==> src/pe_tx_pkg.sv <==
// tx protocol engine definitions
package pe_tx_pkg;

// ============================================================
// widths
// ============================================================

// mii data bus, one nibble per clock
localparam int NIBBLE_W = 4;
localparam int BYTE_W   = 8;
// payload length field of the descriptor
localparam int LEN_W    = 12;
// preamble byte count, sfd included
localparam int PRE_W    = 4;
// extra gap bytes from the register config
localparam int GAP_W    = 6;

// ============================================================
// frame constants
// ============================================================

// payload plus pad, fcs not counted
localparam logic [LEN_W-1:0] MIN_FRAME_BYTES = LEN_W'(60);
localparam int FCS_BYTES = 4;
// fixed part of the inter-frame gap
localparam logic [GAP_W:0] GAP_BASE_BYTES = (GAP_W + 1)'(5);
localparam logic [BYTE_W-1:0] PREAMBLE_BYTE = 8'h55;
localparam logic [BYTE_W-1:0] SFD_BYTE = 8'hd5;
// ieee 802.3 crc, reflected form
localparam logic [31:0] CRC_INIT = 32'hffff_ffff;
localparam logic [31:0] CRC_POLY_REFL = 32'hedb8_8320;

// ============================================================
// types
// ============================================================

// per-frame descriptor, sampled with start
typedef struct packed {
	logic [LEN_W-1:0] payload_len;
	logic             crc_en;
	logic             pad_en;
} tx_desc_t;

// register config
typedef struct packed {
	logic [PRE_W-1:0] pre_bytes;
	logic [GAP_W-1:0] gap_bytes;
} tx_cfg_t;

// decoded frame, held by the sequencer for the whole frame
typedef struct packed {
	logic [PRE_W-1:0] pre_bytes;
	logic [LEN_W-1:0] payload_len;
	logic [5:0]       pad_len;
	logic             crc_en;
	logic [GAP_W:0]   gap_total;
} frame_plan_t;

// field of the nibble being sent
typedef enum logic [2:0] {
	FIELD_NONE,
	FIELD_PREAMBLE,
	FIELD_SFD,
	FIELD_PAYLOAD,
	FIELD_PAD,
	FIELD_FCS,
	FIELD_GAP
} tx_field_e;

// control for one nibble, one cycle ahead of tx_data
typedef struct packed {
	tx_field_e  field;
	logic       hi_nibble;
	logic [1:0] fcs_index;
	logic       crc_upd;
	logic       crc_clr;
} nibble_ctl_t;

endpackage

==> src/crc32_d8.sv <==
// byte-wide crc-32
`timescale 1ns/1ns

module crc32_d8
(
	input  logic                         pe_tx_clk,
	input  logic                         pe_tx_rstn,
	input  logic                         clr,
	input  logic                         upd,
	input  logic [pe_tx_pkg::BYTE_W-1:0] data,
	output logic [31:0]                  crc
);

logic [31:0] crc_nxt;

// ============================================================
// reflected update, lsb first
// ============================================================

always_comb
begin
	// fold the byte into the low end
	crc_nxt = crc ^ {24'd0, data};
	// eight shift steps, one per data bit
	for (int i = 0; i < pe_tx_pkg::BYTE_W; i++)
	begin
		if (crc_nxt[0])
			crc_nxt = (crc_nxt >> 1) ^ pe_tx_pkg::CRC_POLY_REFL;
		else
			crc_nxt = crc_nxt >> 1;
	end
end

// remainder, not inverted here
always_ff @(posedge pe_tx_clk or negedge pe_tx_rstn)
begin
	if (!pe_tx_rstn)
		crc <= pe_tx_pkg::CRC_INIT;
	else if (clr)
		crc <= pe_tx_pkg::CRC_INIT;
	else if (upd)
		crc <= crc_nxt;
end

endmodule

==> src/frame_cfg_decode.sv <==
// frame config decode
`timescale 1ns/1ns

module frame_cfg_decode
(
	input  logic                   pe_tx_clk,
	input  logic                   pe_tx_rstn,
	input  logic                   start,
	input  pe_tx_pkg::tx_desc_t    desc,
	input  pe_tx_pkg::tx_cfg_t     cfg,
	output pe_tx_pkg::frame_plan_t plan,
	output logic                   plan_valid
);

// ============================================================
// padding and gap
// ============================================================

logic                        pad_real;
logic [pe_tx_pkg::LEN_W-1:0] pad_full;

// pad only short frames, and only with hw crc on
// pad without crc is not supported
assign pad_real = desc.pad_en && desc.crc_en
	&& (desc.payload_len < pe_tx_pkg::MIN_FRAME_BYTES);

// bytes missing up to the minimum
// fits in 6 bits whenever pad_real is set
assign pad_full = pe_tx_pkg::MIN_FRAME_BYTES - desc.payload_len;

// ============================================================
// plan register
// ============================================================

always_ff @(posedge pe_tx_clk or negedge pe_tx_rstn)
begin
	if (!pe_tx_rstn)
	begin
		plan       <= '0;
		plan_valid <= 1'b0;
	end
	else
	begin
		// one cycle strobe behind start
		plan_valid <= start;
		// busy filtering happens in the sequencer
		if (start)
		begin
			plan.pre_bytes   <= cfg.pre_bytes;
			plan.payload_len <= desc.payload_len;
			plan.pad_len     <= pad_real ? pad_full[5:0] : 6'd0;
			plan.crc_en      <= desc.crc_en;
			// base gap plus configured extra
			plan.gap_total   <= pe_tx_pkg::GAP_BASE_BYTES + {1'b0, cfg.gap_bytes};
		end
	end
end

endmodule

==> src/frame_sequencer.sv <==
// tx frame sequencer
`timescale 1ns/1ns

module frame_sequencer
(
	input  logic                   pe_tx_clk,
	input  logic                   pe_tx_rstn,
	input  logic                   pe_tx_logic_clr,
	input  logic                   plan_valid,
	input  pe_tx_pkg::frame_plan_t plan,
	output pe_tx_pkg::nibble_ctl_t ctl,
	output logic                   byte_rd,
	output logic                   load_byte,
	output logic                   busy
);

// one-hot frame states
typedef struct packed {
	logic idle;
	logic pre;
	logic pay;
	logic pad;
	logic fcs;
	logic gap;
	logic fin;
} seq_state_t;

seq_state_t                  st;
seq_state_t                  st_nxt;
pe_tx_pkg::frame_plan_t      plan_q;
pe_tx_pkg::frame_plan_t      pl;
logic                        go;
logic                        in_pre;
logic                        in_frame;
logic                        phase;
logic                        end_q;
logic                        has_pad;
logic [pe_tx_pkg::PRE_W-1:0] pre_cnt;
logic [pe_tx_pkg::LEN_W-1:0] pay_cnt;
logic [5:0]                  pad_cnt;
logic [1:0]                  fcs_cnt;
logic [pe_tx_pkg::GAP_W:0]   gap_cnt;
logic                        pre_last;
logic                        pay_last;
logic                        pad_last;
logic                        fcs_last;
logic                        gap_last;
logic                        pre_done;
logic                        pay_done;
logic                        pad_done;
logic                        fcs_done;
logic                        gap_done;

// ============================================================
// frame start and field ends
// ============================================================

// starts while not idle are dropped
assign go = st.idle && plan_valid && !pe_tx_logic_clr;
// the accept cycle already issues the first preamble nibble
assign in_pre = st.pre || go;
assign in_frame = in_pre || st.pay || st.pad || st.fcs || st.gap;
// live plan on the accept cycle, held copy afterwards
assign pl = st.idle ? plan : plan_q;
assign has_pad = |pl.pad_len;

assign pre_last = pre_cnt == pl.pre_bytes - 1'b1;
assign pay_last = pay_cnt == pl.payload_len - 1'b1;
assign pad_last = pad_cnt == pl.pad_len - 1'b1;
assign fcs_last = fcs_cnt == 2'(pe_tx_pkg::FCS_BYTES - 1);
assign gap_last = gap_cnt == pl.gap_total - 1'b1;

// a field ends on the high nibble of its last byte
assign pre_done = st.pre && phase && pre_last;
assign pay_done = st.pay && phase && pay_last;
assign pad_done = st.pad && phase && pad_last;
assign fcs_done = st.fcs && phase && fcs_last;
assign gap_done = st.gap && phase && gap_last;

// ============================================================
// state machine
// ============================================================

always_comb
begin
	st_nxt.idle = pe_tx_logic_clr || (st.idle && !go) || st.fin;
	st_nxt.pre  = !pe_tx_logic_clr && (go || (st.pre && !pre_done));
	st_nxt.pay  = !pe_tx_logic_clr && (pre_done || (st.pay && !pay_done));
	st_nxt.pad  = !pe_tx_logic_clr && ((pay_done && has_pad) || (st.pad && !pad_done));
	// fcs after pad, or straight after payload
	st_nxt.fcs  = !pe_tx_logic_clr && ((pay_done && !has_pad && pl.crc_en)
		|| pad_done || (st.fcs && !fcs_done));
	st_nxt.gap  = !pe_tx_logic_clr && ((pay_done && !has_pad && !pl.crc_en)
		|| fcs_done || (st.gap && !gap_done));
	st_nxt.fin  = !pe_tx_logic_clr && gap_done;
end

always_ff @(posedge pe_tx_clk or negedge pe_tx_rstn)
begin
	if (!pe_tx_rstn)
	begin
		st    <= '{idle: 1'b1, default: 1'b0};
		phase <= 1'b0;
		end_q <= 1'b0;
	end
	else
	begin
		st    <= st_nxt;
		// low nibble first, every field ends on a high nibble
		phase <= in_frame && !pe_tx_logic_clr && !phase;
		end_q <= st.fin && !pe_tx_logic_clr;
	end
end

// plan copy, later starts may overwrite the decoder output
always_ff @(posedge pe_tx_clk)
begin
	if (go)
		plan_q <= plan;
end

// ============================================================
// byte counters, one per field
// ============================================================

always_ff @(posedge pe_tx_clk or negedge pe_tx_rstn)
begin
	if (!pe_tx_rstn)
	begin
		pre_cnt <= '0;
		pay_cnt <= '0;
		pad_cnt <= '0;
		fcs_cnt <= '0;
		gap_cnt <= '0;
	end
	else
	begin
		// preamble bytes, sfd is the last one
		if (pe_tx_logic_clr || pre_done)
			pre_cnt <= '0;
		else if (in_pre && phase)
			pre_cnt <= pre_cnt + 1'b1;
		if (pe_tx_logic_clr || pay_done)
			pay_cnt <= '0;
		else if (st.pay && phase)
			pay_cnt <= pay_cnt + 1'b1;
		if (pe_tx_logic_clr || pad_done)
			pad_cnt <= '0;
		else if (st.pad && phase)
			pad_cnt <= pad_cnt + 1'b1;
		// doubles as the fcs byte index
		if (pe_tx_logic_clr || fcs_done)
			fcs_cnt <= '0;
		else if (st.fcs && phase)
			fcs_cnt <= fcs_cnt + 1'b1;
		if (pe_tx_logic_clr || gap_done)
			gap_cnt <= '0;
		else if (st.gap && phase)
			gap_cnt <= gap_cnt + 1'b1;
	end
end

// ============================================================
// nibble control and byte source
// ============================================================

always_comb
begin
	if (in_pre && pre_last)
		ctl.field = pe_tx_pkg::FIELD_SFD;
	else if (in_pre)
		ctl.field = pe_tx_pkg::FIELD_PREAMBLE;
	else if (st.pay)
		ctl.field = pe_tx_pkg::FIELD_PAYLOAD;
	else if (st.pad)
		ctl.field = pe_tx_pkg::FIELD_PAD;
	else if (st.fcs)
		ctl.field = pe_tx_pkg::FIELD_FCS;
	else if (st.gap)
		ctl.field = pe_tx_pkg::FIELD_GAP;
	else
		ctl.field = pe_tx_pkg::FIELD_NONE;
	ctl.hi_nibble = phase;
	ctl.fcs_index = fcs_cnt;
	// crc takes whole bytes on the high nibble
	ctl.crc_upd   = (st.pay || st.pad) && phase && pl.crc_en;
	ctl.crc_clr   = go;
end

// request after the low nibble of sfd or of a non-last payload byte
// so the next byte is on byte_data when its low nibble is issued
always_ff @(posedge pe_tx_clk or negedge pe_tx_rstn)
begin
	if (!pe_tx_rstn)
		byte_rd <= 1'b0;
	else
		byte_rd <= !pe_tx_logic_clr && !phase
			&& ((in_pre && pre_last) || (st.pay && !pay_last));
end

// driver keeps the byte for its high nibble and the crc
assign load_byte = st.pay && !phase;

// held through the done cycle
assign busy = go || !st.idle || end_q;

endmodule

==> src/mii_tx_driver.sv <==
// mii transmit driver
`timescale 1ns/1ns

module mii_tx_driver
(
	input  logic                           pe_tx_clk,
	input  logic                           pe_tx_rstn,
	input  logic                           pe_tx_logic_clr,
	input  pe_tx_pkg::nibble_ctl_t         ctl,
	input  logic                           load_byte,
	input  logic [pe_tx_pkg::BYTE_W-1:0]   byte_data,
	output logic [pe_tx_pkg::NIBBLE_W-1:0] tx_data,
	output logic                           tx_en,
	output logic                           done
);

logic [pe_tx_pkg::BYTE_W-1:0]   byte_q;
logic [pe_tx_pkg::BYTE_W-1:0]   crc_data;
logic [pe_tx_pkg::BYTE_W-1:0]   sel_byte;
logic [pe_tx_pkg::NIBBLE_W-1:0] nib;
logic                           nib_valid;
logic                           gap_q;
logic [31:0]                    crc_rem;
logic [31:0]                    fcs_word;

// ============================================================
// payload byte and crc
// ============================================================

// current payload byte for the high nibble and the crc
always_ff @(posedge pe_tx_clk)
begin
	if (load_byte)
		byte_q <= byte_data;
end

// pad bytes enter the crc as zero
assign crc_data = (ctl.field == pe_tx_pkg::FIELD_PAD) ? '0 : byte_q;

crc32_d8 u_crc
(
	.pe_tx_clk  (pe_tx_clk),
	.pe_tx_rstn (pe_tx_rstn),
	.clr        (ctl.crc_clr || pe_tx_logic_clr),
	.upd        (ctl.crc_upd),
	.data       (crc_data),
	.crc        (crc_rem)
);

// fcs goes out inverted, lsb byte first
assign fcs_word = ~crc_rem;

// ============================================================
// nibble select
// ============================================================

always_comb
begin
	nib_valid = 1'b1;
	case (ctl.field)
	pe_tx_pkg::FIELD_PREAMBLE: sel_byte = pe_tx_pkg::PREAMBLE_BYTE;
	pe_tx_pkg::FIELD_SFD:      sel_byte = pe_tx_pkg::SFD_BYTE;
	// low nibble straight from the source, high from the latch
	pe_tx_pkg::FIELD_PAYLOAD:  sel_byte = ctl.hi_nibble ? byte_q : byte_data;
	pe_tx_pkg::FIELD_PAD:      sel_byte = '0;
	pe_tx_pkg::FIELD_FCS:
		sel_byte = fcs_word[{ctl.fcs_index, 3'b000} +: pe_tx_pkg::BYTE_W];
	default:
	begin
		// gap and idle
		sel_byte  = '0;
		nib_valid = 1'b0;
	end
	endcase
	nib = ctl.hi_nibble ? sel_byte[pe_tx_pkg::NIBBLE_W +: pe_tx_pkg::NIBBLE_W]
		: sel_byte[0 +: pe_tx_pkg::NIBBLE_W];
end

// ============================================================
// output registers
// ============================================================

always_ff @(posedge pe_tx_clk or negedge pe_tx_rstn)
begin
	if (!pe_tx_rstn)
	begin
		tx_data <= '0;
		tx_en   <= 1'b0;
		gap_q   <= 1'b0;
		done    <= 1'b0;
	end
	else if (pe_tx_logic_clr)
	begin
		// abort, no done for this frame
		tx_data <= '0;
		tx_en   <= 1'b0;
		gap_q   <= 1'b0;
		done    <= 1'b0;
	end
	else
	begin
		tx_data <= nib_valid ? nib : '0;
		tx_en   <= nib_valid;
		gap_q   <= ctl.field == pe_tx_pkg::FIELD_GAP;
		// end state follows the last gap nibble
		done    <= gap_q && (ctl.field == pe_tx_pkg::FIELD_NONE);
	end
end

endmodule

==> src/eth_mac_pe_tx.sv <==
// ethernet mac tx protocol engine
`timescale 1ns/1ns

module eth_mac_pe_tx
(
	input  logic                           pe_tx_clk,
	input  logic                           pe_tx_rstn,
	input  logic                           pe_tx_logic_clr,
	input  logic                           start,
	input  pe_tx_pkg::tx_desc_t            desc,
	input  pe_tx_pkg::tx_cfg_t             cfg,
	input  logic [pe_tx_pkg::BYTE_W-1:0]   byte_data,
	output logic                           byte_rd,
	output logic                           busy,
	output logic [pe_tx_pkg::NIBBLE_W-1:0] tx_data,
	output logic                           tx_en,
	output logic                           done
);

pe_tx_pkg::frame_plan_t plan;
logic                   plan_valid;
pe_tx_pkg::nibble_ctl_t ctl;
logic                   load_byte;

// ============================================================
// decode, sequence, drive
// ============================================================

// descriptor and config to a registered plan
frame_cfg_decode u_decode
(
	.pe_tx_clk  (pe_tx_clk),
	.pe_tx_rstn (pe_tx_rstn),
	.start      (start),
	.desc       (desc),
	.cfg        (cfg),
	.plan       (plan),
	.plan_valid (plan_valid)
);

// field fsm, one nibble of control per clock
frame_sequencer u_seq
(
	.pe_tx_clk       (pe_tx_clk),
	.pe_tx_rstn      (pe_tx_rstn),
	.pe_tx_logic_clr (pe_tx_logic_clr),
	.plan_valid      (plan_valid),
	.plan            (plan),
	.ctl             (ctl),
	.byte_rd         (byte_rd),
	.load_byte       (load_byte),
	.busy            (busy)
);

// mii nibble bus and fcs
mii_tx_driver u_drv
(
	.pe_tx_clk       (pe_tx_clk),
	.pe_tx_rstn      (pe_tx_rstn),
	.pe_tx_logic_clr (pe_tx_logic_clr),
	.ctl             (ctl),
	.load_byte       (load_byte),
	.byte_data       (byte_data),
	.tx_data         (tx_data),
	.tx_en           (tx_en),
	.done            (done)
);

endmodule

==> config.mk <==
export PLATFORM = sky130hd
export DESIGN_NAME = eth_mac_pe_tx
export DESIGN_NICKNAME = d
export VERILOG_FILES = /design/src/pe_tx_pkg.sv /design/src/crc32_d8.sv /design/src/frame_cfg_decode.sv /design/src/frame_sequencer.sv /design/src/mii_tx_driver.sv /design/src/eth_mac_pe_tx.sv
export SDC_FILE = /design/constraint.sdc
export NUM_CORES = 1
export LEC_CHECK = 0
export BUFFER_PORTS_ARGS = -buffer_cell sky130_fd_sc_hd__buf_2
export CAP_MARGIN = 30
export CORE_MARGIN = 2
export CORE_UTILIZATION = 35
export DETAILED_ROUTE_END_ITERATION = 16
export GPL_ROUTABILITY_DRIVEN = 0
export HOLD_SLACK_MARGIN = 0.15
export PLACE_DENSITY_LB_ADDON = 0.2
export REMOVE_ABC_BUFFERS = 1
export SLEW_MARGIN = 20
export SYNTH_ARGS = -nofsm -noshare
export SYNTH_HDL_FRONTEND = slang
export SYNTH_SLANG_ARGS = --single-unit
==> constraint.sdc <==
create_clock -name pe_tx_clk -period 4.3 [get_ports pe_tx_clk]
set_input_delay 0.86 -clock pe_tx_clk [delete_from_list [all_inputs] [get_ports pe_tx_clk]]
set_output_delay 0.86 -clock pe_tx_clk [all_outputs]
set_load 0.05 [all_outputs]
==> results of run 1 <==
[report_power, final]
part | internal [W] | switching [W]
Clock | 0.000801 | 0.000608
Combinational | 0.000137 | 0.000195
Sequential | 0.00150 | 0.0000465
Total | 0.00244 | 0.000850
[cell usage in the layout, fill, tap and decap left out, types with 17 or more instances in the layout]
master     instances
mux2i_1           33
o21ai_0           21
dfrtp_1           78
nand3_1           21
edfxtp_1          38
clkbuf_16         17
nand2_1           81
mux2_2            24
a21oi_1           30
buf_2             42
xnor2_1           97
nor3_1            19
xor2_1            57
dfstp_2           33
nor2_1            42
o211ai_1          32
[registers in the layout, summed over array words and instances, names as in the netlist, 2 cells and up]
register         cells
u_seq.fcs_cnt        2
u_drv.u_crc.crc     32
u_seq.pad_cnt        6
u_drv.byte_q         8
u_seq.pay_cnt       12
u_seq.gap_cnt        7
u_decode.plan       30
u_seq.plan_q        30
u_drv.tx_data        4
u_seq.pre_cnt        4
u_seq.st             7
[routing by layer]
layer,global-route usage,wire length (microns),up-vias
met5,0,0,-
met3,0.0309,522,11
met4,0.0378,172,0
met2,0.255,8550,79
met1,0.222,9370,2764
li1,-,-,2815
[area by class of cell]
| cell class | instances | area (sq um) | share of cell area |
|---|---|---|---|
| clock buffers | 18 | 429 | 0.0453 |
| clock inverters | 14 | 128 | 0.0135 |
| inverters | 13 | 48.8 | 0.00515 |
| multi-input cells | 574 | 4180 | 0.441 |
| flip-flops and latches | 149 | 3960 | 0.418 |
| well taps | 319 | 399 | 0.0422 |
| repair buffers | 56 | 328 | 0.0346 |
[worst reg2reg max path, delay by kind of cell, from the launching register on]
family / cells / cell delay [ns]
AO/OA/AOI/OAI: 3 / 1.08
XOR/XNOR: 1 / 0.24
flip-flops: 1 / 1.11
AND/OR/NAND/NOR: 3 / 1.15
[how the worst max path moves through the flow]
| stage | cells past startpoint | startpoint | slack (ns) | end |
|---|---|---|---|---|
| floorplan | 8 | u_seq.st[6]$_DFF_PN1_ | 0.46 | u_drv.u_crc.crc[21]$_DFFE_PN1P_ |
| global placement | 8 | u_seq.st[6]$_DFF_PN1_ | 0.76 | u_seq.gap_cnt[6]$_DFFE_PN0P_ |
| detailed placement | 7 | u_seq.st[6]$_DFF_PN1_ | 0.71 | u_seq.st[1]$_DFF_PN0_ |
| CTS | 6 | u_seq.st[6]$_DFF_PN1_ | 0.60 | busy |
| global route | 7 | u_seq.st[6]$_DFF_PN1_ | 0.42 | u_seq.st[1]$_DFF_PN0_ |
| finish | 6 | u_seq.st[6]$_DFF_PN1_ | 0.62 | busy |
[stage by stage]
stage / utilization / area [sq um] / setup WS (ns) / cells / power, W
after floorplan: - / 8170 / 0.459 / 736 / 0.00178
after global routing: 0.405 / 9470 / 0.423 / 1143 / 0.00344
after detailed placement: 0.381 / 8910 / 0.715 / 1111 / 0.00191
after global placement: 0.381 / 8910 / 0.756 / 1111 / 0.00191
final: 0.405 / 9470 / 0.622 / 1143 / 0.00329
after CTS: 0.405 / 9470 / 0.595 / 1143 / 0.00335
[cell families (layout without fill, tap and decap cells)]
logic type	after synthesis	count (layout)
AOI/OAI and AO/OA	112	112
xor gates and xnor gates	154	154
adders and majority gates	11	11
buffers and inverters	46	101
DFF	149	149
muxes	65	65
and+or+nand+nor	232	232
==> flow_metrics.py, run 1 <==
metrics = {
    "worst_setup_path": {
        "crit_family": "flip-flops",
        "cp_num_buf_inv": 4,
        "max_stage_delay_ns": 1.11,
        "path_cells": "nand3b_1 > buf_4 > inv_1 > buf_4 > or3_1 > buf_2",
        "reg2reg_to": "u_seq.st[1]$_DFF_PN0_",
        "worstPathArrival_ns": 2.82,
        "cp-start-kind": "flop",
        "critPathRequiredTime_ns": 3.44,
        "rr_startpoint": "u_seq.st[6]$_DFF_PN1_",
        "cp_slowest_cell": "dfstp_2",
        "crit_fanout": 36,
        "r2r_slack_ns": 0.65,
        "cpMostUsedCell": "buf_4",
        "critical_path_class": "flop to output pin",
        "endpoint_kind": "output pin",
        "ff2ff_path_depth": 7,
    },
    "logic_synthesis": {
        "synth_seq_cells": 149,
        "synthXorXnorAreaFrac": 0.162,
        "yosysMostFrequentCell": "xnor2_1",
        "synthAdderAreaFrac": 0.0165,
        "synth.largest_area_cell": "dfrtp_1",
        "yosys-mux-area-fraction": 0.0939,
        "synth_common_cells": "xnor2_1 (97), nand2_1 (81), dfrtp_1 (78), xor2_1 (57), nor2_1 (42)",
        "syn_area_per_cell_sq_um": 10.8,
        "synth_compound_area_frac": 0.0880,
        "yosysWarningCount": 0,
        "async_reset_ff_frac": 0.745,
        "seq_area_frac_synth": 0.476,
        "synth_top_family_by_area": "XOR/XNOR gates",
        "synthCells": 769,
        "synth_cell_type_count": 60,
        "synth_edf_count": 38,
        "synthFlopType": "dfrtp_1",
        "synth_area_sq_um": 8320,
        "synth-simple-area-share": 0.140,
        "yosysTopAreaCellShare": 0.235,
        "synthTopCellsByArea": "dfrtp_1 (23%), edfxtp_1 (14%), dfstp_2 (10%), xnor2_1 (10%), xor2_1 (6.0%)",
    },
    "routing": {
        "drc": 0,
        "drt_iter0_markers": 245,
        "via_per_inst": 4.96,
        "drt.antenna.violating_nets": 0,
        "drt-total-wl_mm": 18.6,
        "firstDrtPassIters": 4,
        "drt-wirelength-per-cell_microns": 16.3,
        "vias": 5669,
    },
    "clock_tree": {
        "root_buffer": "clkbuf_16",
        "cts.sinks": 149,
        "htree_levels": 4,
        "cts_buffers": 17,
        "clk_pin_slew_ns": 0.06,
        "cts_buffer_depth": 2,
        "cts_tree": "built",
        "post_cts_buffers": 0,
        "cts_hold_buf": 0,
        "post_cts_resized": 0,
        "clock_latency_ns": 0.42,
    },
    "timing": {
        "drv_slew": 0,
        "whs_ns": 0.486,
        "max-slew-margin-rel": 0.411,
        "finalCritPeriodShare": 0.855,
        "finalHoldViolations": 0,
        "fmax_ghz": 0.272,
        "tightest_slew_ns": 0.883,
        "min_period_ns": 3.68,
        "setup_viol": 0,
        "rsz0062_at_grt": "no",
        "finalSetupTns_ns": 0,
        "final.setup_skew_ns": 0.00900,
    },
    "global_routing": {
        "grt_pass1_wl_mm": 31.1,
        "grt_usage": 0.159,
        "grt_pass1_vias": 5757,
        "antenna_found_initial": 0,
        "grt-ovfl-total": 0,
        "grt_max_degree": 60,
    },
    "run_status": {
        "status": "complete, no violations",
    },
    "job": {
        "cap_violations": 0,
    },
    "cells_and_area": {
        "antennaDiodeCount": 0,
        "layout-drive-gt1-share": 0.197,
        "area_growth_syn_to_layout_pct": 13.8,
        "fillers": 2337,
        "fin_nets": 858,
    },
    "placement": {
        "dpl.hpwl_mm": 13.3,
        "port_buffers": 43,
    },
    "floorplanning": {
        "start_util": 0.355,
        "rows": 56,
        "core_sq_um": 23400,
        "io_pins": 44,
        "die_area_sq_um": 25000,
        "die_x_microns": 158,
        "die_h_microns": 158,
    },
    "hold_path": {
        "hold_start": "u_decode.plan[12]$_DFFE_PN0P_",
        "hp-class": "flop to flop",
        "whs_path_depth": 0,
        "min_to": "u_seq.plan_q[12]$_DFFE_PP_",
    },
    "power": {
        "power.leakage_nw": 3.86,
        "powerDensity_nw_per_um2": 348,
        "vdd_drop_max_v": 0.000216,
    },
}
Power figures use the tool's default switching activity.
==> inputs of run 2 (changes only) <==
--- a/config.mk
+++ b/config.mk
@@ -5,6 +5,7 @@
 export SDC_FILE = /design/constraint.sdc
 export NUM_CORES = 1
 export LEC_CHECK = 0
+export ABC_AREA = 1
 export BUFFER_PORTS_ARGS = -buffer_cell sky130_fd_sc_hd__buf_2
 export CAP_MARGIN = 30
 export CORE_MARGIN = 2
==> run 2 against run 1 <==
Net effect:
- synthesized area up 7.1%
- critical path depth is 11 higher
- flip-flop and latch count is the same
- synthesized cell count rose by 43%
- clock power increased by 9.9%
- critical endpoint is now u_drv.u_crc.crc[3]$_DFFE_PN1P_
- highest routed layer unchanged
==> flow_metrics.py, run 2 <==
metrics = {
    "run_status": {
        "status": "complete, no violations",
    },
    "clock_tree": {
        "clk_pin_slew_ns": 0.07,
        "clock_latency_ns": 0.43,
        "cts_tree": "built",
        "cts_buffers": 17,
        "cts_hold_buf": 0,
        "post_cts_buffers": 0,
        "post_cts_resized": 0,
        "cts_buffer_depth": 2,
        "root_buffer": "clkbuf_16",
        "cts.sinks": 149,
        "htree_levels": 4,
    },
    "timing": {
        "finalCritPeriodShare": 0.873,
        "fmax_ghz": 0.266,
        "fin_ws_ns": 0.547,
        "rsz0062_at_grt": "no",
        "drv_slew": 0,
        "finalSetupTns_ns": 0,
        "max-slew-margin-rel": 0.451,
        "whs_ns": 0.446,
        "finalHoldViolations": 0,
        "setup_viol": 0,
        "min_period_ns": 3.75,
        "final.setup_skew_ns": 0.0157,
        "tightest_slew_ns": 0.824,
    },
    "logic_synthesis": {
        "yosysTopAreaCellShare": 0.219,
        "synth_edf_count": 38,
        "yosys-mux-area-fraction": 0.00112,
        "synth_common_cells": "nand2_1 (270), inv_1 (139), dfrtp_1 (78), nor2_1 (77), o21ai_0 (74)",
        "synth_top_family_by_area": "simple AND/OR/NAND/NOR gates",
        "synth_cell_type_count": 50,
        "synth.largest_area_cell": "dfrtp_1",
        "synthCells": 1096,
        "synth_compound_area_frac": 0.0958,
        "synthTopCellsByArea": "dfrtp_1 (22%), edfxtp_1 (13%), nand2_1 (11%), dfstp_2 (9.7%), xor2_1 (7.0%)",
        "yosysMostFrequentCell": "nand2_1",
        "synth_seq_cells": 149,
        "seq_area_frac_synth": 0.445,
        "synthXorXnorAreaFrac": 0.109,
        "synth-simple-area-share": 0.252,
        "async_reset_ff_frac": 0.745,
        "syn_area_per_cell_sq_um": 8.12,
        "synthAdderAreaFrac": 0.0155,
        "yosysWarningCount": 0,
        "synthFlopType": "dfrtp_1",
        "synth_area_sq_um": 8900,
    },
    "floorplanning": {
        "die_area_sq_um": 26700,
        "start_util": 0.355,
        "io_pins": 44,
        "die_x_microns": 164,
        "die_h_microns": 164,
        "core_sq_um": 25100,
        "rows": 58,
    },
    "routing": {
        "drt-total-wl_mm": 21.9,
        "via_per_inst": 4.70,
        "vias": 6962,
        "highest_layer": "met4",
        "drc": 0,
        "drt-wirelength-per-cell_microns": 14.8,
        "drt.antenna.violating_nets": 0,
        "drt_iter0_markers": 416,
        "met1_length_mm": 11.1,
        "route.met2.wl_mm": 9.56,
        "firstDrtPassIters": 5,
        "met3_length_microns": 938,
    },
    "power": {
        "powerDensity_nw_per_um2": 428,
        "clkPwrFrac": 0.359,
        "switching_share": 0.347,
        "internal_power_w": 0.00281,
        "comb_power_share": 0.241,
        "vdd_drop_max_v": 0.000245,
        "finalPower_w": 0.00431,
        "seq_power_share": 0.400,
        "switchingPower_w": 0.00150,
        "power.leakage_nw": 4.72,
    },
    "global_routing": {
        "grt_pass1_vias": 6816,
        "grt_usage": 0.176,
        "grt_pass1_wl_mm": 36.4,
        "grt-ovfl-total": 0,
        "antenna_found_initial": 0,
        "grt_max_degree": 59,
    },
    "worst_setup_path": {
        "r2r_slack_ns": 0.55,
        "cp_num_buf_inv": 2,
        "critical_path_class": "flop to flop",
        "cpMostUsedCell": "nand2_1",
        "path_cells": "inv_4 > nand2_1 > nand2_1 > ha_1 > or2_2 > nand2_1 > nand2_1 > nand2_1 > nor2_4 > nand3_4 > nand4_4 > nand2_2 > xor2_2 > xor2_1 > xor2_1 > o22ai_1 > inv_1",
        "critPathRequiredTime_ns": 4.66,
        "max_stage_delay_ns": 0.73,
        "crit_fanout": 20,
        "worstPathArrival_ns": 4.11,
        "cp_slowest_cell": "dfstp_2",
        "endpoint_kind": "flop",
        "cp-start-kind": "flop",
        "crit_family": "simple AND/OR/NAND/NOR gates",
    },
    "cells_and_area": {
        "fin_nets": 1185,
        "regMostFlops": "u_drv.u_crc.crc",
        "antennaDiodeCount": 0,
        "layout_common_cells": "nand2_1 (270), inv_1 (139), dfrtp_1 (78), nor2_1 (77), o21ai_0 (74)",
        "layout-drive-gt1-share": 0.162,
        "top_regs": "u_drv.u_crc.crc x32, u_decode.plan x30, u_seq.plan_q x30",
        "area_growth_syn_to_layout_pct": 13.1,
        "final_common_cell": "nand2_1",
        "fillers": 2601,
        "largest_reg_flops": 32,
    },
    "placement": {
        "dpl.hpwl_mm": 16.1,
        "dpl_worst_slack_ns": 0.634,
        "port_buffers": 43,
    },
    "job": {
        "cap_violations": 0,
    },
    "hold_path": {
        "hp-class": "flop to flop",
    },
}
run 2: cell count changes after synthesis, sizes merged, moves of 20 or more:
cell | previous run | this run
nand3 | 21 | 77
o211ai | 32 | 3
o21ai | 23 | 81
inv | 13 | 146
nand2 | 81 | 297
o22ai | 0 | 20
nor2 | 42 | 82
xnor2 | 97 | 22
xor2 | 57 | 79
mux2 | 24 | 0
mux2i | 33 | 1
run 2: final timing paths:
kind,from,to,depth (start not counted)
max,u_seq.st[6]$_DFF_PN1_,u_drv.u_crc.crc[3]$_DFFE_PN1P_,17
min reg2reg,u_decode.plan[23]$_DFFE_PN0P_,u_seq.plan_q[23]$_DFFE_PP_,0
max reg2reg,u_seq.st[6]$_DFF_PN1_,u_drv.u_crc.crc[3]$_DFFE_PN1P_,17
max in group asynchronous,pe_tx_rstn,u_seq.st[6]$_DFF_PN1_,2
min,u_decode.plan[23]$_DFFE_PN0P_,u_seq.plan_q[23]$_DFFE_PP_,0
min in group asynchronous,pe_tx_rstn,u_seq.pay_cnt[6]$_DFFE_PN0P_,1
run 2: cell families after synthesis:
| family | Yosys count |
|---|---|
| mux | 1 |
| fa+ha+maj | 11 |
| flops | 149 |
| compound gates | 155 |
| buf+inv | 178 |
| simple gates | 501 |
| xor+xnor | 101 |
run 2: metal layers:
| metal | global-route usage | vias up |
|---|---|---|
| li1 | - | 3599 |
| met1 | 0.249 | 3198 |
| met2 | 0.269 | 147 |
| met3 | 0.0381 | 18 |
| met4 | 0.0514 | 0 |
| met5 | 0 | - |
run 2: worst reg2reg max path, stage by stage, from the launching register on:
cell     delay [ns]
dfstp_2        0.73
inv_4          0.17
nand2_1        0.12
nand2_1        0.09
ha_1           0.21
or2_2          0.30
nand2_1        0.06
nand2_1        0.05
nand2_1        0.09
nor2_4         0.05
nand3_4        0.12
nand4_4        0.27
nand2_2        0.22
xor2_2         0.34
xor2_1         0.52
xor2_1         0.13
o22ai_1        0.15
inv_1          0.06
run 2: per-stage QoR:
stage / cell area (sq um) / cells / utilization
6_report: 10100 / 1481 / 0.401
5_1_grt: 10100 / 1481 / 0.401
4_1_cts: 10100 / 1481 / 0.401
3_5_place_dp: 9460 / 1449 / 0.377
3_3_place_gp: 9460 / 1449 / 0.377
2_1_floorplan: 8750 / 1067 / -
run 2: final cells by class:
cell class	count	area, sq um	area share
Tap cell	330	413	0.0410
Sequential cell	149	3960	0.393
Clock inverter	15	185	0.0184
Clock buffer	17	425	0.0423
Multi-Input combinational cell	769	4220	0.419
Timing Repair Buffer	52	298	0.0296
Inverter	149	564	0.0560
run 2: power by group through the flow:
| stage | Sequential, W | Combinational (W) | Clock, W |
|---|---|---|---|
| 6_report | 0.00173 | 0.00104 | 0.00155 |
| 5_1_grt | 0.00174 | 0.00118 | 0.00164 |
| 4_1_cts | 0.00173 | 0.00104 | 0.00158 |
| 3_5_place_dp | 0.00175 | 0.00103 | 0 |
| 3_3_place_gp | 0.00175 | 0.00103 | 0 |
| 2_1_floorplan | 0.00173 | 0.000759 | 0 |
